`config.mk`:
```
export PLATFORM = sky130hd
export DESIGN_NAME = csr_file
export DESIGN_NICKNAME = d
export VERILOG_FILES = /design/src/source/csr_pkg.sv /design/src/source/csr_excp_regs.sv /design/src/source/csr_timer.sv /design/src/source/csr_save_bank.sv /design/src/source/csr_read_mux.sv /design/src/source/csr_file.sv
export VERILOG_INCLUDE_DIRS = /design/src /design/src/source
export SDC_FILE = /design/constraint.sdc
export NUM_CORES = 1
export LEC_CHECK = 0
export BUFFER_PORTS_ARGS = -buffer_cell sky130_fd_sc_hd__buf_2
export CAP_MARGIN = 5
export CELL_PAD_IN_SITES_DETAIL_PLACEMENT = 1
export CELL_PAD_IN_SITES_GLOBAL_PLACEMENT = 1
export CORE_ASPECT_RATIO = 0.8
export CORE_MARGIN = 5
export CORE_UTILIZATION = 44
export CTS_CLUSTER_DIAMETER = 60
export DETAILED_ROUTE_END_ITERATION = 8
export PLACE_DENSITY_LB_ADDON = 0.1
export SLEW_MARGIN = 5
export SYNTH_ARGS = -nofsm -noshare
export SYNTH_HDL_FRONTEND = slang
export SYNTH_SLANG_ARGS = --single-unit
```
`constraint.sdc`:
```
create_clock -name clk -period 3.46 [get_ports clk]
set_input_delay 0.173 -clock clk [delete_from_list [all_inputs] [get_ports clk]]
set_output_delay 0.173 -clock clk [all_outputs]
set_load 0.01 [all_outputs]
```
`src/source/csr_defs.svh`:
```
`ifndef CSR_DEFS_SVH
`define CSR_DEFS_SVH

`define CSR_ADDR_W 14
`define CSR_DATA_W 32
`define CNT_W 64
`define HW_INT_W 8
`define SAVE_NUM 4

// direct address mode out of reset
`define CRMD_RST 32'h0000_0008

`define CRMD_PLV 1:0
`define CRMD_IE 2
`define CRMD_DA 3
`define CRMD_PG 4
`define CRMD_DATF 6:5
`define CRMD_DATM 8:7

`define PRMD_PPLV 1:0
`define PRMD_PIE 2

`define ESTAT_IS_SW 1:0
`define ESTAT_IS_HW 9:2
`define ESTAT_IS_TI 11
`define ESTAT_ECODE 21:16
`define ESTAT_ESUBCODE 30:22

`define EENTRY_VA 31:6

`define TCFG_EN 0
`define TCFG_PERIODIC 1
`define TCFG_INITVAL 31:2

`define TICLR_CLR 0

`endif

```
`src/source/csr_pkg.sv`:
```
`default_nettype none

`include "csr_defs.svh"

package csr_pkg;

  typedef enum logic [`CSR_ADDR_W-1:0] {
    CRMD   = 14'h0,
    PRMD   = 14'h1,
    ESTAT  = 14'h5,
    ERA    = 14'h6,
    EENTRY = 14'hc,
    SAVE0  = 14'h30,
    SAVE1  = 14'h31,
    SAVE2  = 14'h32,
    SAVE3  = 14'h33,
    TID    = 14'h40,
    TCFG   = 14'h41,
    TVAL   = 14'h42,
    TICLR  = 14'h44
  } csr_addr_e;

  typedef enum logic [1:0] {
    CSR       = 2'd0, // plain csr read
    CNT_ID    = 2'd1,
    CNT_VLOW  = 2'd2,
    CNT_VHIGH = 2'd3
  } rdcnt_e;

  typedef enum logic [5:0] {
    INT = 6'h0,
    ADE = 6'h8,
    ALE = 6'h9,
    SYS = 6'hb,
    BRK = 6'hc,
    INE = 6'hd
  } ecode_e;

  typedef logic [`CSR_DATA_W-1:0] csr_word_t;

  typedef struct packed {
    logic      we;   // committed this cycle
    csr_addr_e addr;
    csr_word_t mask;
    csr_word_t data;
  } csr_wr_t;

  typedef struct packed {
    logic       valid;
    ecode_e     ecode;
    logic [8:0] esubcode;
    csr_word_t  pc;
  } excp_t;

  typedef struct packed {
    csr_word_t crmd;
    csr_word_t prmd;
    csr_word_t estat;
    csr_word_t era;
    csr_word_t eentry;
  } excp_view_t;

  typedef struct packed {
    csr_word_t             tid;
    csr_word_t             tcfg;
    csr_word_t             tval;
    logic [`CNT_W-1:0]     cnt;
  } timer_view_t;

  typedef struct packed {
    logic [1:0] plv;
    logic       ie;
    logic       da;
    logic       pg;
    csr_word_t  eentry;
    csr_word_t  era;
    logic       int_req;
  } csr_status_t;

  // masked update rule shared by every writable register
  function automatic csr_word_t masked_wr(csr_word_t old, csr_word_t mask, csr_word_t data);
    return (old & ~mask) | (data & mask);
  endfunction

endpackage

`default_nettype wire

```
`src/source/csr_excp_regs.sv`:
```
`default_nettype none
`timescale 1ns/10ps

`include "csr_defs.svh"

module csr_excp_regs (
  input  wire                      clk,
  input  wire                      rst_n,
  input  wire csr_pkg::csr_wr_t    csr_wr_i,
  input  wire csr_pkg::excp_t      excp_i,
  input  wire                      ertn_i,
  input  wire [`HW_INT_W-1:0]      hw_int_i,
  input  wire                      timer_int_i,
  output csr_pkg::excp_view_t      view_o,
  output csr_pkg::csr_status_t     status_o
);

  csr_pkg::csr_word_t crmd_q, prmd_q, era_q, eentry_q;
  csr_pkg::csr_word_t crmd_wd, prmd_wd, estat_wd, era_wd, eentry_wd;
  csr_pkg::csr_word_t estat;
  logic [1:0]           is_sw_q;
  logic [`HW_INT_W-1:0] is_hw_q;
  csr_pkg::ecode_e      ecode_q;
  logic [8:0]           esubcode_q;
  logic crmd_we, prmd_we, estat_we, era_we, eentry_we;

  assign crmd_we   = csr_wr_i.we && (csr_wr_i.addr == csr_pkg::CRMD);
  assign prmd_we   = csr_wr_i.we && (csr_wr_i.addr == csr_pkg::PRMD);
  assign estat_we  = csr_wr_i.we && (csr_wr_i.addr == csr_pkg::ESTAT);
  assign era_we    = csr_wr_i.we && (csr_wr_i.addr == csr_pkg::ERA);
  assign eentry_we = csr_wr_i.we && (csr_wr_i.addr == csr_pkg::EENTRY);

  assign crmd_wd   = csr_pkg::masked_wr(crmd_q, csr_wr_i.mask, csr_wr_i.data);
  assign prmd_wd   = csr_pkg::masked_wr(prmd_q, csr_wr_i.mask, csr_wr_i.data);
  assign estat_wd  = csr_pkg::masked_wr(estat, csr_wr_i.mask, csr_wr_i.data);
  assign era_wd    = csr_pkg::masked_wr(era_q, csr_wr_i.mask, csr_wr_i.data);
  assign eentry_wd = csr_pkg::masked_wr(eentry_q, csr_wr_i.mask, csr_wr_i.data);

  // write > exception > ertn
  always_ff @(posedge clk) begin
    if (!rst_n) begin
      crmd_q <= `CRMD_RST;
    end else if (crmd_we) begin
      crmd_q[`CRMD_PLV]  <= crmd_wd[`CRMD_PLV];
      crmd_q[`CRMD_IE]   <= crmd_wd[`CRMD_IE];
      crmd_q[`CRMD_DA]   <= crmd_wd[`CRMD_DA];
      crmd_q[`CRMD_PG]   <= crmd_wd[`CRMD_PG];
      crmd_q[`CRMD_DATF] <= crmd_wd[`CRMD_DATF];
      crmd_q[`CRMD_DATM] <= crmd_wd[`CRMD_DATM];
    end else if (excp_i.valid) begin
      crmd_q[`CRMD_PLV] <= 2'b00; // kernel, irq off
      crmd_q[`CRMD_IE]  <= 1'b0;
    end else if (ertn_i) begin
      crmd_q[`CRMD_PLV] <= prmd_q[`PRMD_PPLV];
      crmd_q[`CRMD_IE]  <= prmd_q[`PRMD_PIE];
    end
  end

  always_ff @(posedge clk) begin
    if (!rst_n) begin
      prmd_q <= '0;
    end else if (prmd_we) begin
      prmd_q[`PRMD_PPLV] <= prmd_wd[`PRMD_PPLV];
      prmd_q[`PRMD_PIE]  <= prmd_wd[`PRMD_PIE];
    end else if (excp_i.valid) begin
      prmd_q[`PRMD_PPLV] <= crmd_q[`CRMD_PLV];
      prmd_q[`PRMD_PIE]  <= crmd_q[`CRMD_IE];
    end
  end

  always_ff @(posedge clk) begin
    if (!rst_n) begin
      is_sw_q    <= '0;
      is_hw_q    <= '0;
      ecode_q    <= csr_pkg::INT;
      esubcode_q <= '0;
    end else begin
      is_hw_q <= hw_int_i; // sampled every cycle
      if (estat_we) begin
        is_sw_q <= estat_wd[`ESTAT_IS_SW];
      end
      if (excp_i.valid) begin
        ecode_q    <= excp_i.ecode;
        esubcode_q <= excp_i.esubcode;
      end
    end
  end

  always_ff @(posedge clk) begin
    if (!rst_n) begin
      era_q    <= '0;
      eentry_q <= '0;
    end else begin
      if (era_we) begin
        era_q <= era_wd;
      end else if (excp_i.valid) begin
        era_q <= excp_i.pc;
      end
      if (eentry_we) begin
        eentry_q[`EENTRY_VA] <= eentry_wd[`EENTRY_VA];
      end
    end
  end

  always_comb begin
    estat                   = '0;
    estat[`ESTAT_IS_SW]     = is_sw_q;
    estat[`ESTAT_IS_HW]     = is_hw_q;
    estat[`ESTAT_IS_TI]     = timer_int_i; // flag lives in the timer
    estat[`ESTAT_ECODE]     = ecode_q;
    estat[`ESTAT_ESUBCODE]  = esubcode_q;
  end

  assign view_o.crmd   = crmd_q;
  assign view_o.prmd   = prmd_q;
  assign view_o.estat  = estat;
  assign view_o.era    = era_q;
  assign view_o.eentry = eentry_q;

  assign status_o.plv     = crmd_q[`CRMD_PLV];
  assign status_o.ie      = crmd_q[`CRMD_IE];
  assign status_o.da      = crmd_q[`CRMD_DA];
  assign status_o.pg      = crmd_q[`CRMD_PG];
  assign status_o.eentry  = eentry_q;
  assign status_o.era     = era_q;
  assign status_o.int_req = crmd_q[`CRMD_IE] && (|{timer_int_i, is_hw_q, is_sw_q});

endmodule

`default_nettype wire

```
`src/source/csr_timer.sv`:
```
`default_nettype none
`timescale 1ns/10ps

`include "csr_defs.svh"

module csr_timer (
  input  wire                    clk,
  input  wire                    rst_n,
  input  wire csr_pkg::csr_wr_t  csr_wr_i,
  output logic                   timer_int_o,
  output csr_pkg::timer_view_t   view_o
);

  csr_pkg::csr_word_t tid_q, tcfg_q, tval_q;
  csr_pkg::csr_word_t tid_wd, tcfg_wd, ticlr_wd;
  logic              en_q;
  logic              ti_q;
  logic [`CNT_W-1:0] cnt_q;
  logic tid_we, tcfg_we, ticlr_we;
  logic expire;

  assign tid_we   = csr_wr_i.we && (csr_wr_i.addr == csr_pkg::TID);
  assign tcfg_we  = csr_wr_i.we && (csr_wr_i.addr == csr_pkg::TCFG);
  assign ticlr_we = csr_wr_i.we && (csr_wr_i.addr == csr_pkg::TICLR);

  assign tid_wd   = csr_pkg::masked_wr(tid_q, csr_wr_i.mask, csr_wr_i.data);
  assign tcfg_wd  = csr_pkg::masked_wr(tcfg_q, csr_wr_i.mask, csr_wr_i.data);
  assign ticlr_wd = csr_pkg::masked_wr('0, csr_wr_i.mask, csr_wr_i.data); // reads as zero

  assign expire = en_q && (tval_q == '0);

  always_ff @(posedge clk) begin
    if (!rst_n) begin
      tid_q <= '0;
    end else if (tid_we) begin
      tid_q <= tid_wd;
    end
  end

  // tcfg write restarts the countdown
  always_ff @(posedge clk) begin
    if (!rst_n) begin
      tcfg_q <= '0;
      tval_q <= '0;
      en_q   <= 1'b0;
    end else if (tcfg_we) begin
      tcfg_q <= tcfg_wd;
      tval_q <= {tcfg_wd[`TCFG_INITVAL], 2'b00};
      en_q   <= tcfg_wd[`TCFG_EN];
    end else if (expire) begin
      if (tcfg_q[`TCFG_PERIODIC]) begin
        tval_q <= {tcfg_q[`TCFG_INITVAL], 2'b00};
      end else begin
        en_q <= 1'b0; // one-shot done
      end
    end else if (en_q) begin
      tval_q <= tval_q - 1'b1;
    end
  end

  // clear wins over a set in the same cycle
  always_ff @(posedge clk) begin
    if (!rst_n) begin
      ti_q <= 1'b0;
    end else if (ticlr_we && ticlr_wd[`TICLR_CLR]) begin
      ti_q <= 1'b0;
    end else if (expire) begin
      ti_q <= 1'b1;
    end
  end

  // stable counter
  always_ff @(posedge clk) begin
    if (!rst_n) begin
      cnt_q <= '0;
    end else begin
      cnt_q <= cnt_q + 1'b1;
    end
  end

  assign timer_int_o = ti_q;
  assign view_o.tid  = tid_q;
  assign view_o.tcfg = tcfg_q;
  assign view_o.tval = tval_q;
  assign view_o.cnt  = cnt_q;

endmodule

`default_nettype wire

```
`src/source/csr_save_bank.sv`:
```
`default_nettype none
`timescale 1ns/10ps

`include "csr_defs.svh"

module csr_save_bank (
  input  wire                                  clk,
  input  wire                                  rst_n,
  input  wire csr_pkg::csr_wr_t                csr_wr_i,
  output csr_pkg::csr_word_t [`SAVE_NUM-1:0]   save_o
);

  for (genvar i = 0; i < `SAVE_NUM; i++) begin : g_save
    logic               we;
    csr_pkg::csr_word_t save_q;

    // SAVE0..SAVE3 are consecutive
    assign we = csr_wr_i.we && (csr_wr_i.addr == csr_pkg::SAVE0 + `CSR_ADDR_W'(i));

    always_ff @(posedge clk) begin
      if (!rst_n) begin
        save_q <= '0;
      end else if (we) begin
        save_q <= csr_pkg::masked_wr(save_q, csr_wr_i.mask, csr_wr_i.data);
      end
    end

    assign save_o[i] = save_q;
  end

endmodule

`default_nettype wire

```
`src/source/csr_read_mux.sv`:
```
`default_nettype none
`timescale 1ns/10ps

`include "csr_defs.svh"

module csr_read_mux (
  input  wire                                     clk,
  input  wire                                     rst_n,
  input  wire [`CSR_ADDR_W-1:0]                   rd_addr_i,
  input  wire csr_pkg::rdcnt_e                    rdcnt_i,
  input  wire                                     stall_i,
  input  wire csr_pkg::excp_view_t                excp_view_i,
  input  wire csr_pkg::timer_view_t               timer_view_i,
  input  wire csr_pkg::csr_word_t [`SAVE_NUM-1:0] save_i,
  output csr_pkg::csr_word_t                      rd_data_o
);

  csr_pkg::csr_word_t rd_sel;

  always_comb begin
    rd_sel = '0;
    case (rdcnt_i)
      csr_pkg::CNT_ID:    rd_sel = timer_view_i.tid;
      csr_pkg::CNT_VLOW:  rd_sel = timer_view_i.cnt[`CSR_DATA_W-1:0];
      csr_pkg::CNT_VHIGH: rd_sel = timer_view_i.cnt[`CNT_W-1:`CSR_DATA_W];
      default: begin
        case (rd_addr_i)
          csr_pkg::CRMD:   rd_sel = excp_view_i.crmd;
          csr_pkg::PRMD:   rd_sel = excp_view_i.prmd;
          csr_pkg::ESTAT:  rd_sel = excp_view_i.estat;
          csr_pkg::ERA:    rd_sel = excp_view_i.era;
          csr_pkg::EENTRY: rd_sel = excp_view_i.eentry;
          csr_pkg::SAVE0:  rd_sel = save_i[0];
          csr_pkg::SAVE1:  rd_sel = save_i[1];
          csr_pkg::SAVE2:  rd_sel = save_i[2];
          csr_pkg::SAVE3:  rd_sel = save_i[3];
          csr_pkg::TID:    rd_sel = timer_view_i.tid;
          csr_pkg::TCFG:   rd_sel = timer_view_i.tcfg;
          csr_pkg::TVAL:   rd_sel = timer_view_i.tval;
          csr_pkg::TICLR:  rd_sel = '0; // write-only clear
          default:         rd_sel = '0;
        endcase
      end
    endcase
  end

  // held while the pipeline stalls
  always_ff @(posedge clk) begin
    if (!rst_n) begin
      rd_data_o <= '0;
    end else if (!stall_i) begin
      rd_data_o <= rd_sel;
    end
  end

endmodule

`default_nettype wire

```
`src/source/csr_file.sv`:
```
`default_nettype none
`timescale 1ns/10ps

`include "csr_defs.svh"

module csr_file (
  input  wire                      clk,
  input  wire                      rst_n,
  input  wire csr_pkg::csr_wr_t    csr_wr_i,
  input  wire csr_pkg::excp_t      excp_i,
  input  wire                      ertn_i,
  input  wire [`HW_INT_W-1:0]      hw_int_i,
  input  wire [`CSR_ADDR_W-1:0]    rd_addr_i,
  input  wire csr_pkg::rdcnt_e     rdcnt_i,
  input  wire                      stall_i,
  output csr_pkg::csr_word_t       rd_data_o,
  output csr_pkg::csr_status_t     csr_o
);

  logic                                timer_int;
  csr_pkg::excp_view_t                 excp_view;
  csr_pkg::timer_view_t                timer_view;
  csr_pkg::csr_word_t [`SAVE_NUM-1:0]  save_words;

  csr_excp_regs excp_regs_i (
    .clk         (clk),
    .rst_n       (rst_n),
    .csr_wr_i    (csr_wr_i),
    .excp_i      (excp_i),
    .ertn_i      (ertn_i),
    .hw_int_i    (hw_int_i),
    .timer_int_i (timer_int),
    .view_o      (excp_view),
    .status_o    (csr_o)
  );

  csr_timer timer_i (
    .clk         (clk),
    .rst_n       (rst_n),
    .csr_wr_i    (csr_wr_i),
    .timer_int_o (timer_int),
    .view_o      (timer_view)
  );

  csr_save_bank save_bank_i (
    .clk      (clk),
    .rst_n    (rst_n),
    .csr_wr_i (csr_wr_i),
    .save_o   (save_words)
  );

  csr_read_mux read_mux_i (
    .clk          (clk),
    .rst_n        (rst_n),
    .rd_addr_i    (rd_addr_i),
    .rdcnt_i      (rdcnt_i),
    .stall_i      (stall_i),
    .excp_view_i  (excp_view),
    .timer_view_i (timer_view),
    .save_i       (save_words),
    .rd_data_o    (rd_data_o)
  );

endmodule

`default_nettype wire

```
; ---- After elaboration in Yosys (flattened, before gate mapping)
; Index checks and enable logic that the tools add are counted.
[word_totals]
regBits = 417
input_bits = 155
elab_cells = 122
[op_classes]
n_reduce_logical = 30
eq_ne = 28
addsub = 2
n_mux = 16
n_bitwise = 25
[ops]
columns = cell, n
row1 = $pmux 32 s12, 1
row2 = $and 32x32->32, 9
row3 = $or 32x32->32, 8
row4 = $mux 32, 6
row5 = $eq 14x6->1 const B, 8
row6 = $pmux 32 s3, 1
row7 = $eq 14x7->1 const B, 6
row8 = $add 64x1->64 const B, 1
row9 = $eq 14x3->1 const B, 4
row10 = $logic_not 32->1, 1
row11 = $not 32->32, 1
row12 = $sub 32x1->32 const B, 1
row13 = $eq 14x1->1 const B, 2
row14 = $eq 14x4->1 const B, 2
row15 = $logic_not 14->1, 2
row16 = $logic_and 1x1->1, 15
row17 = $mux 3, 5
row18 = $reduce_or 11->1, 1
row19 = $and 9x9->9, 1
row20 = $or 9x9->9, 1
row21 = $reduce_bool 2->1, 4
row22 = $reduce_and 2->1, 3
row23 = $reduce_bool 3->1, 2
row24 = $eq 2x2->1 const B, 2
row25 = other kinds (11), 14

; ---- Longest topological paths before layout
; Gate-level depths: netlist (run 1).
[logic_depth]
word_depth = 4
mapped_depth = 10
mapped_depth_nobuf = 8

; ---- Modules after synthesis
; Synthesis (run 1) repeated with hierarchy kept, for this count alone.
[hier_totals]
cells_unflattened = 2891
area_unflattened_um2 = 23852.9
[by_module_without_submodules]
columns = mod, instances, area_per_inst_um2, cells_each, seq_area_each_um2
row1 = csr_timer, 1, 8041.5, 1049, 3243.1
row2 = csr_excp_regs, 1, 5446.5, 608, 1901.8
row3 = csr_save_bank, 1, 5288.8, 585, 2562.5
row4 = csr_read_mux, 1, 5076.1, 649, 640.6

; ---- Least setup slack after synthesis (run 1)
; OpenSTA, ideal clock, no wires.
[synth_path]
path_kind = reg2reg
start = reg timer_i.tval_q[0]
end = reg timer_i.tval_q[26]
arrival_time_ps = 2318
stages_incl_launch_ff = 10
slack_ps = 1022
synth_period_minus_slack_ps = 2438
setup_time_ps = 119
n_path_buf = 1
cell_sequence = dfxtp_1 > inv_1 > ha_1 > nor3b_1 > nand4_1 > o41ai_4 > nand2_2 > buf_2 > o22ai_1 > nor3b_1
[synth_via]
elab_chain_len = 4
word_cells_on_any_way = 9
cone_classes = add/sub: 1 / eq/ne: 1 / mux: 3 / reduce/logical: 4
[synth_rtl]
columns = item, line
row1 = start: declaration, csr_timer.sv:14  ; csr_pkg::csr_word_t tid_q, tcfg_q, tval_q;
row2 = start signal: assignment, csr_timer.sv:48  ; tval_q <= {tcfg_wd[`TCFG_INITVAL], 2'b00};
row3 = start signal: assignment, csr_timer.sv:52  ; tval_q <= {tcfg_q[`TCFG_INITVAL], 2'b00};
row4 = start signal: assignment, csr_timer.sv:57  ; tval_q <= tval_q - 1'b1;
row5 = $sub 32x1->32 / $logic_not 32->1 (equally long branches), "csr_timer.sv:57, csr_timer.sv:30"
row6 = $mux 32 / $logic_and 1x1->1 (equally long branches), "csr_timer.sv:56, csr_timer.sv:30"
row7 = "$mux 32, or another cell as far along", csr_timer.sv:50  ; end else if (expire) begin
row8 = $mux 32 / $reduce_and 2->1 (equally long branches), --
; Parallel ways exist; a longest one is shown, timed or not. The select of a mux whose other input is x is not followed.
; A chain may end at the register's enable or synchronous reset.

; ---- Worst setup path in the final report (run 1)
[layout_path]
start = reg timer_i.tval_q[0]
end = reg timer_i.tval_q[13]
; The elaborated chain is that of the path after synthesis.

==> results.md, run 1 <==
* Status: finished clean
* Port Buffers at 250
* Worst Path Arrival at 3.33 ns
* I/O pin count at 257
* Final Skew at 0.009166 ns
* CP max FO at 13
* GRT Resource Usage Total at 34.59%
* Worst endpoint required time at 3.90 ns
* Worst Hold Path Cells at 3
* Via count at 22900
* TritonCTS clock tree: built
* Initial antenna violation count at 2
* FP Rows at 72
* CP Cell Sequence: inv_1 -> ha_1 -> nor3b_1 -> and4_1 -> a41oi_1 -> buf_4 -> nand2_1 -> and3_1 -> o22ai_1
* Largest area contributor in the netlist: dfxtp_1
* First-pass DRT Iterations at 8
* Worst Hold Class: in2reg
* First-pass GRT wire length at 146000 um
* TritonCTS Buffers at 47
* R2R cell count at 9
* Post-Synthesis Cells at 2635
* Synth unique cells at 86
* F_max at 346.8 MHz
* Remaining DRCs at 0
* Initial Utilization at 44.69%
* PD cells at 419.6 mW/mm^2
* Final non-filler cell total at 3591
* Slowest-stage cell, CP: nor3b_1
* Htree depth at 2
* CP startpoint kind: flop
* Post-synthesis sequential area ratio at 38.40%
* Final period util at 83.34%
* Synth async-reset ratio at 0%
* CP Class: reg2reg
* Worst r2r dst: timer_i.tval_q[13]$_SDFFE_PN0P_
* Wire per inst at 27.33 um
* Fin. Hold Viols at 0
* Mapped cell area at 0.02174 mm^2
* TNS Setup at 0 ns
* Max Slew Vio Count at 0
* Vias/cell at 6.377
* RSZ-0062 raised after global routing: no
* Area after DPL at 0.02356 mm^2
* GPL Wtd Cong at 0.9157
* EDFF count, synth at 0
* Max IR drop VDD at 0.0003232 V
* WHS Endpoint: timer_i.tcfg_q[13]$_SDFFE_PN0P_
* Final worst path period need at 2.884 ns
* Drt initial violations at 2317
* R2R Setup Slk at 0.58 ns
* CTS clk-pin slew, worst paths at 0.06 ns
* Placeable Area at 0.04865 mm^2
* Setup bufs post-CTS at 0
* P_leak at 10.65 nW
* Die Height at 208.8 um
* #FFs+latches synth at 417
* Crit Reg-Reg Startpoint: timer_i.tval_q[0]$_SDFFE_PP0P_
* Endpoint type of the worst setup path: flop
* Critical Path Max Stage Delay at 0.60 ns
* Nets@finish at 3083
* Top cell type's share of synthesized area at 38.40%
* Post-synth top cells: dfxtp_1, nand2_1, nor2_1, mux2i_1, clkbuf_1
* Worst Min Path Start: csr_wr_i[45]
* DPL Wire Length at 65810 um
* Top post-synthesis cells by area: dfxtp_1, mux2i_1, nand2_1, nor2_1, a21oi_1
* Worst-margin pin slew at 1.204 ns
* Slew HR at 19.39%
* P&R area growth vs syn at 21.65%
* Yosys warning count at 0
* Max-Cap Viols at 0
* CTS Buffer Depth at 3
* Drt total wl at 98130 um
* Vias in the first global route at 23280
* Clock root buffer: clkbuf_16
* Die width at 258.5 um
* Setup Viol. Count Final at 0
* Post-route cell area at 0.02645 mm^2
* Syn Area/Cell at 8.250 um^2
* CTS resizes at 0
* Placed insts at 3377
* Ys flop type: dfxtp_1
* Die footprint at 0.05398 mm^2
* Antenna viol nets, final at 0
* Clock net sink count at 417
* Dominant cell by count in the synthesized netlist: dfxtp_1
* GRT Residual Overflow at 0
* Largest net degree at the start of global routing at 135
* Share of cells above drive strength 1 at 17.24%
* Worst-skew pair later-pin latency at 0.59 ns
[worst max path at each step]
stage                                   start                                   end  slack, ns  depth (start not counted)
6_report       timer_i.tval_q[0]$_SDFFE_PP0P_       timer_i.tval_q[13]$_SDFFE_PN0P_       0.58                          9
3_3_place_gp                       rdcnt_i[1]  read_mux_i.rd_data_o[5]$_SDFFE_PN0N_       0.65                          7
4_1_cts        timer_i.tval_q[0]$_SDFFE_PP0P_       timer_i.tval_q[13]$_SDFFE_PN0P_       0.61                          9
3_5_place_dp                     csr_wr_i[67]       timer_i.tval_q[31]$_SDFFE_PN0P_       0.53                          7
5_1_grt        timer_i.tval_q[0]$_SDFFE_PP0P_       timer_i.tval_q[16]$_SDFFE_PN0P_       0.37                         10
2_1_floorplan  timer_i.tval_q[0]$_SDFFE_PP0P_       timer_i.tval_q[26]$_SDFFE_PN0P_       1.02                          9
[where the power goes]
part | total [mW] | internal (mW) | switching, mW
clock | 5.28 | 3.13 | 2.15
sequential | 4.92 | 4.86 | 0.0581
combinational | 0.902 | 0.327 | 0.574
[repair_timing]
item,CTS,global route
endpoints found under the hold margin,258,0
setup endpoints to repair,0,0
hold buffers,129,0
[layout make-up]
type | count | area, um^2
inverter | 72 | 277.8
fill | 5772 | 22200
timing repair buffer | 462 | 3218
multi-input combinational | 1926 | 12220
tap | 629 | 787.0
clock inverter | 12 | 163.9
antenna | 3 | 7.507
clock buffer | 70 | 1425
sequential | 417 | 8348
[critical path: cells and delay by family, from the launching register on]
kind,cells,cell delay (ns)
AND/OR/NAND/NOR,4,1.54
AO/OA/AOI/OAI,2,0.30
buffers and inverters,2,0.34
adder cells (fa/ha/maj),1,0.18
flip-flops,1,0.37
[per-layer routing]
layer,share of wire (%),vias to the layer above,global-route usage [%]
li1,-,10070,-
met1,42,11500,47.14
met2,44,1103,53.88
met3,9.0,234,7.265
met4,4.2,0,13.79
met5,0,-,0
[cell usage in the layout (no fill, tap or decap), types with 16 or more instances in the layout]
cell	instances
dfxtp_1	417
nand2_1	349
nor2_1	250
buf_2	249
mux2i_1	190
a21oi_1	150
dlygate4sd3_1	129
o21ai_0	116
nand3_1	114
buf_4	80
inv_1	71
nor2b_1	52
clkbuf_16	49
nor3_1	46
a222oi_1	40
a221oi_1	40
nand2b_1	37
nand4_1	36
xnor2_1	35
mux2_2	34
and3_1	33
a22oi_1	33
o221ai_1	32
a221oi_2	25
or3_1	23
o31ai_1	21
xor2_1	19
nor4_1	18
a22o_1	16
[through the flow]
step           hold WS [ns]  total power, mW  util, %  setup slack (ns)
6_report            0.03453            11.10    54.36            0.5763
5_1_grt             0.04462            11.38    54.36            0.3719
4_1_cts            0.003226            11.11    54.35            0.6136
3_5_place_dp         0.3838            5.806    48.43            0.5306
3_3_place_gp         0.3786            5.783    48.43            0.6480
2_1_floorplan        0.2981            5.430        -             1.022
[cell families after synthesis]
| logic type | count (synthesis) | synth area share [%] |
|---|---|---|
| fa+ha+maj | 2 | 0.1151 |
| flops | 417 | 38.40 |
| buf+inv | 297 | 5.784 |
| other cells | 1 | 0.01725 |
| xor+xnor | 54 | 2.176 |
| simple gates | 1050 | 23.37 |
| compound gates | 588 | 19.53 |
| mux | 226 | 10.61 |
Note: power is estimated with default switching activity, not from simulation.
==> run 2: changes to the inputs <==
--- a/config.mk
+++ b/config.mk
@@ -12,7 +12,7 @@
 export CELL_PAD_IN_SITES_GLOBAL_PLACEMENT = 1
 export CORE_ASPECT_RATIO = 0.8
 export CORE_MARGIN = 5
-export CORE_UTILIZATION = 44
+export CORE_UTILIZATION = 40
 export CTS_CLUSTER_DIAMETER = 60
 export DETAILED_ROUTE_END_ITERATION = 8
 export PLACE_DENSITY_LB_ADDON = 0.1
==> constraint.sdc (replaced) <==
create_clock -name clk -period 2.5 [get_ports clk]
set_input_delay 0.125 -clock clk [delete_from_list [all_inputs] [get_ports clk]]
set_output_delay 0.125 -clock clk [all_outputs]
set_load 0.01 [all_outputs]
==> run 2 against run 1 <==
Compared with the run above: routed wire length rose by 2.8%; sequential share of layout area fell by 1.4 points; global-route usage fell by 1.9 points; critical endpoint is now timer_i.tval_q[25]$_SDFFE_PN0P_; via count rose by 1.3%; critical path depth rose by 2; clock skew rose by 0.020 ns; setup slack got worse by 0.48 ns; worst hold slack got worse by 0.019 ns.
==> results.md, run 2 (same netlist as run 1, synthesis figures left out) <==
* Htree depth at 2
* Vias in the first global route at 23580
* Largest net degree at the start of global routing at 166
* GPL Wtd Cong at 0.9092
* Initial antenna violation count at 2
* Nets@finish at 3194
* Final core utilization at 51.46%
* Grt peak-use layer: met2
* P_leak at 11.25 nW
* Area after DPL at 0.02432 mm^2
* GR Layer Usage met3 at 5.148%
* Worst endpoint required time at 2.93 ns
* Final WS setup at 0.09254 ns
* Via count at 23190
* Worst Hold Path Cells at 4
* Share of cells above drive strength 1 at 18.61%
* F_max at 415.4 MHz
* Die width at 270.6 um
* PD cells at 546.6 mW/mm^2
* GRT Residual Overflow at 0
* Design Power at 15.14 mW
* CP Class: reg2reg
* Placeable Area at 0.05382 mm^2
* Antenna viol nets, final at 0
* Clock root buffer: clkbuf_16
* Post-route cell area at 0.02770 mm^2
* Drt total wl at 100800 um
* Slew HR at 37.80%
* CP max FO at 12
* Final worst path period need at 2.407 ns
* TritonCTS clock tree: built
* Worst Path Arrival at 2.84 ns
* Final non-filler cell total at 3777
* First-pass GRT wire length at 149900 um
* Worst Hold Class: in2reg
* Endpoint type of the worst setup path: flop
* Placed insts at 3506
* GRT Resource Usage Total at 32.72%
* Max Slew Vio Count at 0
* Worst r2r dst: timer_i.tval_q[25]$_SDFFE_PN0P_
* Port Buffers at 250
* Commonest cells after routing, fill and taps aside: dfxtp_1, nand2_1, nor2_1, buf_2, mux2i_1
* DPL Wire Length at 67080 um
* CP startpoint kind: flop
* CTS clk-pin slew, worst paths at 0.06 ns
* R2R cell count at 11
* Max IR drop VDD at 0.0004263 V
* Vias/cell at 6.141
* TritonCTS Buffers at 48
* P&R area growth vs syn at 27.41%
* Fin. Hold Viols at 0
* Final period util at 96.30%
* Remaining DRCs at 0
* Die Height at 218.5 um
* Max-Cap Viols at 0
* CTS Buffer Depth at 3
* Status: finished clean
* Drt initial violations at 2193
* Worst-skew pair later-pin latency at 0.60 ns
* First-pass DRT Iterations at 7
* Die footprint at 0.05914 mm^2
* Pre-CTS setup slack at -0.01754 ns
* Worst-margin pin slew at 0.9330 ns
* Clock net sink count at 417
* Initial Utilization at 40.39%
* Crit Reg-Reg Startpoint: timer_i.tval_q[0]$_SDFFE_PP0P_
* R2R Setup Slk at 0.09 ns
* Final Skew at 0.02879 ns
* Wire per inst at 26.70 um
* # fillers at 6323
* FP Rows at 76
* Setup Viol. Count Final at 0
* GR Util met1 at 45.50%
* Worst Min Path Start: excp_i[1]
* Met2 Use GR at 51.43%
* Commonest non-fill, non-tap cell in the layout: dfxtp_1
* I/O pin count at 257
run 2: report_power, final:
part / total [mW] / switching [mW] / internal (mW)
sequential: 6.82 / 0.0891 / 6.73
clock: 7.02 / 3.00 / 4.03
combinational: 1.30 / 0.797 / 0.502
run 2: how the worst max path moves through the flow:
stage | endpoint | startpoint
2_1_floorplan | timer_i.tval_q[26]$_SDFFE_PN0P_ | timer_i.tval_q[0]$_SDFFE_PP0P_
3_3_place_gp | timer_i.tval_q[8]$_SDFFE_PN0P_ | timer_i.tval_q[9]$_SDFFE_PN0P_
6_report | timer_i.tval_q[25]$_SDFFE_PN0P_ | timer_i.tval_q[0]$_SDFFE_PP0P_
4_1_cts | timer_i.tval_q[9]$_SDFFE_PN0P_ | timer_i.tval_q[9]$_SDFFE_PN0P_
3_5_place_dp | read_mux_i.rd_data_o[31]$_SDFFE_PN0N_ | rd_addr_i[11]
5_1_grt | timer_i.tval_q[25]$_SDFFE_PN0P_ | timer_i.tval_q[1]$_SDFFE_PP0P_
run 2: per-layer routing:
metal / vias up / wire (um)
met2: 1062 / 44570
li1: 10280 / -
met4: 0 / 3873
met1: 11660 / 44040
met3: 200 / 8371
met5: - / 0
run 2: stage by stage:
step | TNS, ns | hold WS, ns
2_1_floorplan | 0 | 0.2501
4_1_cts | 0 | 0.004152
3_5_place_dp | -0.03359 | 0.3388
6_report | 0 | 0.01518
5_1_grt | -0.001800 | 0.05891
3_3_place_gp | 0 | 0.3360
run 2: critical path, stage by stage, from the launching register on:
cell      delay, ns
dfxtp_1        0.34
inv_1          0.05
ha_1           0.21
nor3b_1        0.14
buf_4          0.17
and4_1         0.17
buf_4          0.17
a41oi_1        0.30
buf_4          0.25
nand4b_1       0.14
a31oi_1        0.24
nor3_1         0.08
run 2: layout make-up:
cell class              instances  area [um^2]  share of cell area (%)
clock buffers                  77         1401                   5.059
multi-input cells            1926        12270                   44.30
inverters                      72        277.8                   1.003
diodes                          2        5.005                 0.01807
clock inverters                 9        98.84                  0.3569
well taps                     702        878.3                   3.171
flip-flops and latches        417         8348                   30.14
repair buffers                572         4418                   15.95
run 2: repair_timing:
action / in CTS / in global routing
buffers inserted: 0 / 7
endpoints found under the hold margin: 287 / 0
gates resized for setup: 0 / 13
endpoints found under the setup margin: 0 / 39
hold buffers: 176 / 0
